===== src/hw/uart_pkg.sv =====
`default_nettype none

package uart_pkg;

	localparam int DATA_WIDTH = 8;   // data bits per frame
	localparam int OVERSAMPLE = 8;   // ticks per serial bit
	localparam int SYNC_STAGES = 3;  // flops on the raw rx line

	// frame on the wire, LSB first:
	// start(0) d0 d1 d2 d3 d4 d5 d6 d7 parity stop(1)

	typedef enum logic {
		PARITY_EVEN = 1'b0,  // parity bit makes the count of ones even
		PARITY_ODD  = 1'b1   // parity bit makes the count of ones odd
	} parity_mode_e;

	typedef enum logic [2:0] {
		TX_IDLE   = 3'd0,  // line high, may hold a latched byte waiting for a tick
		TX_START  = 3'd1,  // driving the start bit low
		TX_DATA   = 3'd2,  // shifting data out LSB first
		TX_PARITY = 3'd3,  // driving the parity bit
		TX_STOP   = 3'd4   // driving the stop bit high
	} tx_state_e;

	typedef enum logic [2:0] {
		RX_IDLE   = 3'd0,  // waiting for a falling edge
		RX_START  = 3'd1,  // counting to the middle of the start bit
		RX_DATA   = 3'd2,  // sampling data bits at their centre
		RX_PARITY = 3'd3,  // sampling the parity bit
		RX_STOP   = 3'd4   // sampling the stop bit, then report
	} rx_state_e;

	// what the receiver reports with each valid pulse
	typedef struct packed {
		logic [DATA_WIDTH-1:0] data;  // received byte
		logic parity_error;           // parity bit disagrees with the data
		logic stop_error;             // stop bit sampled low
	} rx_result_t;

endpackage

`default_nettype wire


===== src/hw/baud_tick_gen.sv =====
`default_nettype none

module baud_tick_gen #(
	parameter int CLKS_PER_TICK = 4  // system clocks per oversampling tick
) (
	input  logic clk,
	input  logic reset,
	output logic o_tick
);

	localparam int CNT_W = $clog2(CLKS_PER_TICK);
	localparam logic [CNT_W-1:0] RELOAD = CNT_W'(CLKS_PER_TICK - 1);

	logic [CNT_W-1:0] cnt;  // counts down to zero, then reloads

	if (CLKS_PER_TICK < 2) begin : g_bad_div
		$error("baud_tick_gen: CLKS_PER_TICK must be at least 2");
	end

	always_ff @(posedge clk) begin
		if (reset) begin
			cnt <= '0;
			o_tick <= 1'b0;
		end else if (cnt == '0) begin
			cnt <= RELOAD;  // period is RELOAD+1 clocks
			o_tick <= 1'b1;
		end else begin
			cnt <= cnt - 1'b1;
			o_tick <= 1'b0;
		end
	end

	// the tx and rx bit counters assume a tick is a single-clock strobe
	a_tick_single: assert property (@(posedge clk) disable iff (reset)
		o_tick |=> !o_tick)
		else $error("baud_tick_gen: tick high on two consecutive clocks");

endmodule

`default_nettype wire


===== src/hw/uart_loopback_top.sv =====
`default_nettype none

module uart_loopback_top #(
	parameter int CLKS_PER_TICK = 4,  // clocks per oversampling tick, at least 2
	parameter uart_pkg::parity_mode_e PARITY = uart_pkg::PARITY_EVEN
) (
	input  logic clk,
	input  logic reset,
	input  logic i_tx_start,   // one-clock request, ignored while busy
	input  logic i_loopback,   // high: rx listens to our own tx line
	input  logic i_serial,     // external rx line
	input  logic [uart_pkg::DATA_WIDTH-1:0] i_tx_data,
	output logic o_serial,
	output logic o_tx_busy,
	output logic o_rx_valid,
	output uart_pkg::rx_result_t o_rx_result
);

	logic tick;     // shared oversampling strobe
	logic rx_line;  // line actually seen by the receiver

	assign rx_line = i_loopback ? o_serial : i_serial;  // run-time loopback select

	baud_tick_gen #(
		.CLKS_PER_TICK(CLKS_PER_TICK)
	) u_tick (
		.clk   (clk),
		.reset (reset),
		.o_tick(tick)
	);

	uart_tx #(
		.PARITY(PARITY)
	) u_tx (
		.clk       (clk),
		.reset     (reset),
		.i_tick    (tick),
		.i_tx_start(i_tx_start),
		.i_tx_data (i_tx_data),
		.o_serial  (o_serial),
		.o_tx_busy (o_tx_busy)
	);

	uart_rx #(
		.PARITY(PARITY)
	) u_rx (
		.clk        (clk),
		.reset      (reset),
		.i_tick     (tick),
		.i_rx_line  (rx_line),
		.o_rx_valid (o_rx_valid),
		.o_rx_result(o_rx_result)
	);

endmodule

`default_nettype wire


===== src/hw/uart_rx.sv =====
`default_nettype none

module uart_rx #(
	parameter uart_pkg::parity_mode_e PARITY = uart_pkg::PARITY_EVEN
) (
	input  logic clk,
	input  logic reset,
	input  logic i_tick,
	input  logic i_rx_line,
	output logic o_rx_valid,
	output uart_pkg::rx_result_t o_rx_result
);
	import uart_pkg::*;

	localparam int TICK_W = $clog2(OVERSAMPLE);
	localparam int IDX_W = $clog2(DATA_WIDTH);
	localparam logic [TICK_W-1:0] HALF_TICK = TICK_W'(OVERSAMPLE / 2 - 1);
	localparam logic [TICK_W-1:0] LAST_TICK = TICK_W'(OVERSAMPLE - 1);
	localparam logic [IDX_W-1:0] LAST_IDX = IDX_W'(DATA_WIDTH - 1);

	logic [SYNC_STAGES-1:0] sync_ff;  // raw line enters at bit 0
	logic line_s;                     // synchronized line
	logic line_prev;                  // line_s one clock earlier
	logic fall;                       // falling edge on the synchronized line

	rx_state_e state;
	logic [TICK_W-1:0] tick_cnt;      // ticks since the last sample point
	logic [TICK_W-1:0] sample_at;     // tick count of the next sample
	logic [IDX_W-1:0] bit_idx;        // data bit being sampled
	logic sample;                     // sample strobe at the bit centre
	logic [DATA_WIDTH-1:0] shift_reg; // data collected LSB first
	logic parity_rx;                  // parity bit as received
	logic parity_exp;                 // parity bit the data calls for

	assign line_s = sync_ff[SYNC_STAGES-1];
	assign fall = line_prev && !line_s;
	assign sample_at = (state == RX_START) ? HALF_TICK : LAST_TICK;  // half a bit for start
	assign sample = i_tick && (state != RX_IDLE) && (tick_cnt == sample_at);
	assign parity_exp = (^shift_reg) ^ (PARITY == PARITY_ODD);

	always_ff @(posedge clk) begin
		if (reset) begin
			sync_ff <= '1;  // idle high, so no false edge out of reset
			line_prev <= 1'b1;
		end else begin
			sync_ff <= {sync_ff[SYNC_STAGES-2:0], i_rx_line};
			line_prev <= line_s;
		end
	end

	always_ff @(posedge clk) begin
		if (sample && state == RX_DATA)
			shift_reg <= {line_s, shift_reg[DATA_WIDTH-1:1]};  // LSB arrives first
		if (sample && state == RX_PARITY)
			parity_rx <= line_s;
	end

	always_ff @(posedge clk) begin
		if (reset) begin
			state <= RX_IDLE;
			tick_cnt <= '0;
			bit_idx <= '0;
			o_rx_valid <= 1'b0;
			o_rx_result <= '0;
		end else begin
			o_rx_valid <= 1'b0;  // single clock pulse
			if (state == RX_IDLE) begin
				if (fall) begin  // edge, not level, so a low stop bit is not a start
					state <= RX_START;
					tick_cnt <= '0;
				end
			end else if (sample) begin
				tick_cnt <= '0;  // next sample one full bit later
				case (state)
					RX_START: begin
						bit_idx <= '0;
						state <= line_s ? RX_IDLE : RX_DATA;  // high again means a glitch
					end
					RX_DATA: begin
						if (bit_idx == LAST_IDX)
							state <= RX_PARITY;
						else
							bit_idx <= bit_idx + 1'b1;
					end
					RX_PARITY: state <= RX_STOP;
					RX_STOP: begin
						state <= RX_IDLE;
						o_rx_valid <= 1'b1;  // reported even with errors
						o_rx_result.data <= shift_reg;
						o_rx_result.parity_error <= (parity_rx != parity_exp);
						o_rx_result.stop_error <= !line_s;
					end
					default: state <= RX_IDLE;
				endcase
			end else if (i_tick) begin
				tick_cnt <= tick_cnt + 1'b1;
			end
		end
	end

	// consumers count frames by valid pulses, a stretched pulse would count twice
	a_valid_one_clk: assert property (@(posedge clk) disable iff (reset)
		o_rx_valid |=> !o_rx_valid)
		else $error("uart_rx: valid held longer than one clock");

endmodule

`default_nettype wire


===== src/hw/uart_tx.sv =====
`default_nettype none

module uart_tx #(
	parameter uart_pkg::parity_mode_e PARITY = uart_pkg::PARITY_EVEN
) (
	input  logic clk,
	input  logic reset,
	input  logic i_tick,
	input  logic i_tx_start,
	input  logic [uart_pkg::DATA_WIDTH-1:0] i_tx_data,
	output logic o_serial,
	output logic o_tx_busy
);
	import uart_pkg::*;

	localparam int TICK_W = $clog2(OVERSAMPLE);
	localparam int IDX_W = $clog2(DATA_WIDTH);
	localparam logic [TICK_W-1:0] LAST_TICK = TICK_W'(OVERSAMPLE - 1);
	localparam logic [IDX_W-1:0] LAST_IDX = IDX_W'(DATA_WIDTH - 1);

	tx_state_e state;
	logic [TICK_W-1:0] tick_cnt;     // ticks spent in the current bit
	logic [IDX_W-1:0] bit_idx;       // which data bit is on the line
	logic [DATA_WIDTH-1:0] shift_reg;  // byte being shifted out, bit 0 next
	logic parity_bit;                // computed once when the byte is latched
	logic accept;                    // start pulse taken this clock
	logic bit_done;                  // last tick of the current bit

	assign accept = i_tx_start && !o_tx_busy;  // pulses while busy are dropped
	assign bit_done = i_tick && (state != TX_IDLE) && (tick_cnt == LAST_TICK);

	always_ff @(posedge clk) begin
		if (accept) begin
			shift_reg <= i_tx_data;
			parity_bit <= (^i_tx_data) ^ (PARITY == PARITY_ODD);  // odd inverts the xor
		end else if (bit_done && (state == TX_START || state == TX_DATA)) begin
			shift_reg <= shift_reg >> 1;  // bit 0 has just gone onto the line
		end
	end

	always_ff @(posedge clk) begin
		if (reset) begin
			state <= TX_IDLE;
			tick_cnt <= '0;
			bit_idx <= '0;
			o_serial <= 1'b1;  // idle line is high
			o_tx_busy <= 1'b0;
		end else begin
			if (accept)
				o_tx_busy <= 1'b1;  // byte latched on this same edge
			if (state == TX_IDLE) begin
				if (i_tick && o_tx_busy) begin  // first tick after the latch
					state <= TX_START;
					o_serial <= 1'b0;
					tick_cnt <= '0;
				end
			end else if (bit_done) begin
				tick_cnt <= '0;
				case (state)
					TX_START: begin
						state <= TX_DATA;
						o_serial <= shift_reg[0];
						bit_idx <= '0;
					end
					TX_DATA: begin
						if (bit_idx == LAST_IDX) begin
							state <= TX_PARITY;
							o_serial <= parity_bit;
						end else begin
							o_serial <= shift_reg[0];  // already shifted one place
							bit_idx <= bit_idx + 1'b1;
						end
					end
					TX_PARITY: begin
						state <= TX_STOP;
						o_serial <= 1'b1;
					end
					TX_STOP: begin
						state <= TX_IDLE;  // line stays high
						o_tx_busy <= 1'b0;
					end
					default: state <= TX_IDLE;
				endcase
			end else if (i_tick) begin
				tick_cnt <= tick_cnt + 1'b1;
			end
		end
	end

	// a low line outside a frame would look like a start bit to the far end
	a_low_only_busy: assert property (@(posedge clk) disable iff (reset)
		!o_serial |-> o_tx_busy)
		else $error("uart_tx: line low while not busy");

	a_start_busy: assert property (@(posedge clk) disable iff (reset)
		(i_tx_start && !o_tx_busy) |=> o_tx_busy)
		else $error("uart_tx: accepted start not followed by busy");

endmodule

`default_nettype wire


===== config.mk =====
export PLATFORM = sky130hd
export DESIGN_NAME = uart_loopback_top
export DESIGN_NICKNAME = d
export VERILOG_FILES = /design/src/hw/uart_pkg.sv /design/src/hw/baud_tick_gen.sv /design/src/hw/uart_loopback_top.sv /design/src/hw/uart_rx.sv /design/src/hw/uart_tx.sv
export SDC_FILE = /design/constraint.sdc
export NUM_CORES = 1
export LEC_CHECK = 0
export BUFFER_PORTS_ARGS = -buffer_cell sky130_fd_sc_hd__clkbuf_2
export CORE_MARGIN = 4
export CORE_UTILIZATION = 46
export CTS_CLUSTER_SIZE = 10
export DETAILED_ROUTE_END_ITERATION = 8
export RECOVER_POWER = 25
export SKIP_LAST_GASP = 1
export SYNTH_ARGS = -nofsm -noshare
export SYNTH_HDL_FRONTEND = slang
export SYNTH_SLANG_ARGS = --single-unit

===== constraint.sdc =====
create_clock -name clk -period 2.25 [get_ports clk]
set_input_delay 0.1125 -clock clk [delete_from_list [all_inputs] [get_ports clk]]
set_output_delay 0.1125 -clock clk [all_outputs]
set_load 0.1 [all_outputs]

==> reports/metrics.yaml, run 1 <==
post-route-period-util_pct: 87.54
crit_cells: 6
min_path_type: "in -> reg"
setup_violations: 0
reg2reg_depth: 6
crit_path_start: "u_rx.bit_idx[0]$_SDFFE_PP0P_"
clock_path_buffers: 2
initial_core_util_pct: 48.26
period_minus_slack_ns: 1.970
clkSinkCount: 56
p_per_area_nw_per_um2: 660.6
final_cells: 353
crit_path_max_incr_delay_ns: 0.45
maxCapViolations: 0
synthArstFlopShare_pct: 0
fin_setup_tns_ns: 0
post_cts.repair.setup_buffers: 0
cp_slowest_cell: "or3b_2"
r2r-start: "u_rx.bit_idx[0]$_SDFFE_PP0P_"
worstPathCellList: "ha_1 -> ha_1 -> or3b_2 -> a221oi_2 -> mux2i_1 -> nor2_1"
routed_wirelength_um: 4346
finalMaxSlewViolations: 0
cts_made_buffers: 5
skew_ns: 0.01535
core_sq_um: 5172
fp-row-count: 26
wl_per_cell_um: 12.31
drt_iter0_markers: 109
area_delta_synth_final_pct: 10.88
ys.flop_type: "dfxtp_1"
ys_top_cells_by_area: "dfxtp_1 30%, edfxtp_1 22%, nand2_1 7.1%, a21oi_1 4.0%, ha_1 4.0%"
end_kind: "flop"
drcViolationCount: 0
critPathMostFrequentCell: "ha_1"
synth.avg_cell_area_sq_um: 9.675
status: "complete, no violations"
clk_latency_ns: 0.32
io_pins: 26
place_hpwl_um: 3043
cts_hold_buf: 0
dp.cells: 345
grt_pass1_vias: 1805
clkTransAtPathRegs_ns: 0.11
min_path_cells: 3
drive_gt1_share_pct: 14.49
synth_cell_type_count: 44
cpLargestDelayFamily: "simple AND/OR/NAND/NOR gates"
cts_htree_levels: 2
max_clock_freq_mhz: 507.7
port_buffers: 25
viasPerCell: 5.142
synth_edf_count: 18
leakagePower_nw: 1.056
gp_congestion: 0.7273
largest_reg_flops: 10
worstHoldStart: "i_serial"
first_pass_iters: 4
vdd_drop_max_mv: 0.5602
cp.required_ns: 2.42
crit_type: "reg -> reg"
yosysTopAreaCellShare_pct: 30.48
tritoncts: "yes"
overflow: 0
synth_seq_cells: 56
crit_path_start_kind: "flop"
syn_area_sq_um: 2496
final_hold_viol_count: 0
synthesis.nets: 279
synth_top_area_cell: "dfxtp_1"
ys_seq_area_share_pct: 52.13
root_buffer: "clkbuf_8"
die_y_um: 81.67
via_count: 1815
cts.repair.resized: 0
die_area_sq_um: 6669
path_max_fanout: 5
slew_headroom_pct: 22.63
track_usage_pct: 15.33
worstPathArrival_ns: 2.14
grt_pass1_wl_um: 7976
antenna_found_initial: 0
fin_nets: 303
grt_max_degree: 24
path_buf_inv: 0
yosysWarnings: 0
worstMarginPinSlew_ns: 1.166
diodes: 0
die_w_um: 81.67
ant_nets: 0
syn_inst: 258
grt_setup_unrepaired: "no"
[synth_stat cells, drive strengths merged (2+ instances only)]
| cell type | number |
|---|---|
| nand3 | 3 |
| or3b | 4 |
| and2 | 2 |
| dfxtp | 38 |
| a21o | 2 |
| o31ai | 2 |
| buf | 5 |
| or4b | 2 |
| or2 | 3 |
| nor4b | 2 |
| o31a | 2 |
| a21oi | 20 |
| a22oi | 3 |
| clkbuf | 9 |
| o21ai | 6 |
| nand4 | 5 |
| inv | 6 |
| or3 | 2 |
| or4 | 2 |
| nor3 | 5 |
| ha | 8 |
| nand2 | 47 |
| mux2i | 3 |
| xnor2 | 10 |
| nor4 | 2 |
| nand3b | 2 |
| xor2 | 4 |
| nand2b | 7 |
| nor2 | 22 |
| edfxtp | 18 |
| a211oi | 2 |
[report_power, final]
| group | total (mW) | switching, mW | internal (mW) | leakage [nW] |
|---|---|---|---|---|
| Combinational | 0.145 | 0.0877 | 0.0571 | 0.530 |
| Sequential | 1.09 | 0.0204 | 1.07 | 0.475 |
| Clock | 0.589 | 0.354 | 0.236 | 0.0511 |
| Total | 1.83 | 0.462 | 1.37 | 1.06 |
[layout by cell type, fill, tap and decap left out, types with 3 or more instances in the layout]
master,netlist,layout
edfxtp_1,18,18
o21ai_0,6,6
xor2_1,4,4
nand2b_1,7,7
clkbuf_2,0,19
xnor2_1,10,10
mux2i_1,3,3
a21oi_1,20,20
inv_1,6,6
clkbuf_1,9,7
clkbuf_8,0,5
ha_1,8,8
dfxtp_1,38,38
buf_4,3,5
nor2_1,22,22
or3b_2,4,4
nand2_1,47,47
nand4_1,5,5
nand3_1,3,3
or2_2,3,3
a22oi_1,3,3
nor3_1,5,5
[cell type report]
class / instances / area, sq um
flip-flops and latches: 56 / 1301
well taps: 70 / 87.58
clock buffers: 5 / 68.82
inverters: 7 / 26.28
multi-input cells: 181 / 1096
repair buffers: 31 / 158.9
fillers: 484 / 2405
clock inverters: 3 / 28.78
[metrics by stage]
stage / power, mW / utilization (%) / setup slack (ns) / hold WS, ns / instance area, sq um
CTS: 1.857 / 53.73 / 0.2947 / 0.01319 / 2779
detailed placement: 1.267 / 51.84 / 0.3056 / 0.3458 / 2681
global placement: 1.264 / 51.84 / 0.3453 / 0.3486 / 2681
floorplan: 1.226 / - / 0.09136 / 0.2366 / 2496
global route: 1.924 / 53.51 / 0.1475 / 0.02749 / 2768
finish: 1.828 / 53.51 / 0.2803 / 0.01782 / 2768
[worst reg2reg max path, delay by kind of cell (launching register included)]
family          cells  cell delay [ns]
simple gates        2             0.50
fa+ha+maj           2             0.38
compound gates      1             0.38
flops               1             0.34
mux                 1             0.23
[path summary, 6_finish.rpt]
check | end | slack [ns]
setup / recovery | u_rx.bit_idx[0]$_SDFFE_PP0P_ | 0.28
hold reg to reg | u_rx.sync_ff[1]$_SDFF_PP1_ | 0.41
setup reg to reg | u_rx.bit_idx[0]$_SDFFE_PP0P_ | 0.28
hold / removal | u_rx.sync_ff[0]$_SDFF_PP1_ | 0.02
[layer usage]
layer	share of wire, %	up-vias	GRT usage, %
met5	0	-	0
met3	3.5	5	3.399
li1	-	948	-
met4	1.4	0	6.146
met1	47	838	18.83
met2	48	24	26.06
[kinds of logic (layout without fill, tap and decap cells)]
logic type / count (synthesis) / in the layout / synth area share [%]
simple gates: 112 / 112 / 21.95
compound gates: 43 / 43 / 10.93
mux: 3 / 3 / 1.203
xor+xnor: 15 / 15 / 5.814
flops: 56 / 56 / 52.13
buf+inv: 21 / 46 / 3.959
fa+ha+maj: 8 / 8 / 4.010
Note: power is estimated with default switching activity, not from simulation.
==> inputs of run 2 (changes only) <==
clock period = 2.3 ns   (was 2.25 ns; I/O delays follow)
==> run 2 against run 1 <==
Net effect: final cell count unchanged; clock skew down 0.0045 ns; routed wire length up 0.51%; first-iteration DRC count down 47%; non-clock buffer count unchanged; sequential cell count unchanged; sequential power about the same; cell area about the same; count of clock-buffer cells in the layout unchanged; total power down 3.6%; critical path depth unchanged; register-to-register slack better by 0.06 ns; largest cell class unchanged.
==> reports/metrics.yaml, run 2 (synthesis gave the netlist of run 1 again) <==
status: "complete, no violations"
area_delta_synth_final_pct: 10.83  # about the same
final_area_sq_um: 2766  # about the same
worstPathCellList: "ha_1 -> ha_1 -> or3b_2 -> a221oi_2 -> mux2i_1 -> nor2_1"
fin_setup_tns_ns: 0  # unchanged
drt_iter0_markers: 58  # -47%
largest_reg_flops: 10  # unchanged
grt_pass1_vias: 1714  # -5.0%
antenna_found_initial: 0  # unchanged
wl_per_cell_um: 12.37  # +0.51%
die_y_um: 81.67  # unchanged
crit_path_max_incr_delay_ns: 0.45  # about the same
overflow: 0  # unchanged
slew_headroom_pct: 22.52  # -0.10 points
clk_latency_ns: 0.31  # about the same
die_w_um: 81.67  # unchanged
n_fill_cell: 474  # -2.1%
drive_gt1_share_pct: 15.19  # +0.71 points
met2_length_um: 1979  # -5.0%
viasPerCell: 5.051  # -1.8%
ant_nets: 0  # unchanged
maxCapViolations: 0  # unchanged
cp.required_ns: 2.50  # +0.08 ns
skew_ns: 0.01084  # -0.004507 ns
leakagePower_nw: 1.060  # +0.38%
min_path_type: "in -> reg"
wl_met3_um: 126  # -17%
critPathMostFrequentCell: "ha_1"
vdd_drop_max_mv: 0.4096  # -27%
path_max_fanout: 5  # unchanged
core_sq_um: 5172  # unchanged
fin_nets: 303  # unchanged
grt_setup_unrepaired: "no"
clkTransAtPathRegs_ns: 0.10  # about the same
cts_hold_buf: 0  # unchanged
wl_met1_um: 2173  # +6.1%
io_pins: 26  # unchanged
initial_core_util_pct: 48.26  # unchanged
dp_slack_ns: 0.3555  # +0.04985 ns
post_cts.repair.setup_buffers: 0  # unchanged
cts_htree_levels: 2  # unchanged
final_core_util_pct: 53.48  # about the same
path_buf_inv: 0  # unchanged
highest_layer: "met4"
port_buffers: 25  # unchanged
worstPathArrival_ns: 2.15  # about the same
drcViolationCount: 0  # unchanged
crit_type: "reg -> reg"
cpLargestDelayFamily: "simple AND/OR/NAND/NOR gates"
gp_congestion: 0.7465  # +2.6%
cts.repair.resized: 0  # unchanged
place_hpwl_um: 3013  # -0.98%
final_common_cell: "nand2_1"
cp_slowest_cell: "or3b_2"
worstMarginPinSlew_ns: 1.167  # +0.001553 ns
root_buffer: "clkbuf_8"
end_kind: "flop"
tritoncts: "yes"
cts_made_buffers: 5  # unchanged
setup_ws_ns: 0.3418  # +0.06153 ns
crit_path_start_kind: "flop"
clkSinkCount: 56  # unchanged
max_clock_freq_mhz: 510.7  # +0.59%
grt_max_degree: 25  # +4.2%
finalMaxSlewViolations: 0  # unchanged
fp-row-count: 26  # unchanged
period_minus_slack_ns: 1.958  # -0.01153 ns
first_pass_iters: 4  # unchanged
final_hold_viol_count: 0  # unchanged
die_area_sq_um: 6669  # unchanged
diodes: 0  # unchanged
post-route-period-util_pct: 85.14  # -2.4 points
final_cell_mix: "47 x nand2_1, 38 x dfxtp_1, 22 x nor2_1"
setup_violations: 0  # unchanged
track_usage_pct: 14.76  # -0.57 points
clock_path_buffers: 2  # unchanged
p_per_area_nw_per_um2: 636.8  # -3.6%
placed_cell_area_sq_um: 2681  # unchanged
via_count: 1783  # -1.8%
grt_pass1_wl_um: 7617  # -4.5%
routed_wirelength_um: 4368  # +0.51%
## run 2: changes by cell type in the layout (fill, tap and decap cells not counted), sizes merged
cell and delta:
inv -2, clkinv +2, buf +1, clkbuf -1
## run 2: layout make-up
class	count	area, sq um	share of cell area, %
flip-flops and latches	56	1301	47.04
clock inverters	3	22.52	0.8141
clock buffers	5	68.82	2.488
well taps	70	87.58	3.166
inverters	7	26.28	0.9498
repair buffers	31	163.9	5.925
multi-input cells	181	1096	39.62
## run 2: routing by layer
layer	global-route usage, %	up-vias
li1	-	948
met3	3.399	9
met4	7.143	0
met1	18.42	806
met5	0	-
met2	24.02	20
## run 2: per-stage QoR
| step | hold slack [ns] | power (mW) | instances |
|---|---|---|---|
| 5_1_grt | 0.03729 | 1.851 | 353 |
| 6_report | 0.02566 | 1.762 | 353 |
| 4_1_cts | 0.02686 | 1.788 | 353 |
| 2_1_floorplan | 0.2391 | 1.199 | 258 |
| 3_3_place_gp | 0.3501 | 1.236 | 345 |
| 3_5_place_dp | 0.3562 | 1.237 | 345 |
## run 2: worst paths after layout
| kind | startpoint | end | slack, ns | cells past startpoint |
|---|---|---|---|---|
| worst max-delay path | u_rx.bit_idx[0]$_SDFFE_PP0P_ | u_rx.bit_idx[0]$_SDFFE_PP0P_ | 0.34 | 6 |
| worst min-delay path | i_serial | u_rx.sync_ff[0]$_SDFF_PP1_ | 0.03 | 3 |
| worst max register to register | u_rx.bit_idx[0]$_SDFFE_PP0P_ | u_rx.bit_idx[0]$_SDFFE_PP0P_ | 0.34 | 6 |
| worst min register to register | u_rx.sync_ff[0]$_SDFF_PP1_ | u_rx.sync_ff[1]$_SDFF_PP1_ | 0.41 | 1 |
## run 2: where the power goes
group          internal, mW  total, mW  leakage [nW]  switching [mW]
logic                0.0567      0.143         0.536          0.0861
clock network         0.219      0.550        0.0485           0.330
registers              1.05       1.07         0.475          0.0192
total                  1.33       1.76          1.06           0.436
## run 2: worst register-to-register path: stages (launching register included)
cell      delay, ns
dfxtp_1        0.34
ha_1           0.20
ha_1           0.19
or3b_2         0.45
a221oi_2       0.38
mux2i_1        0.23
nor2_1         0.05
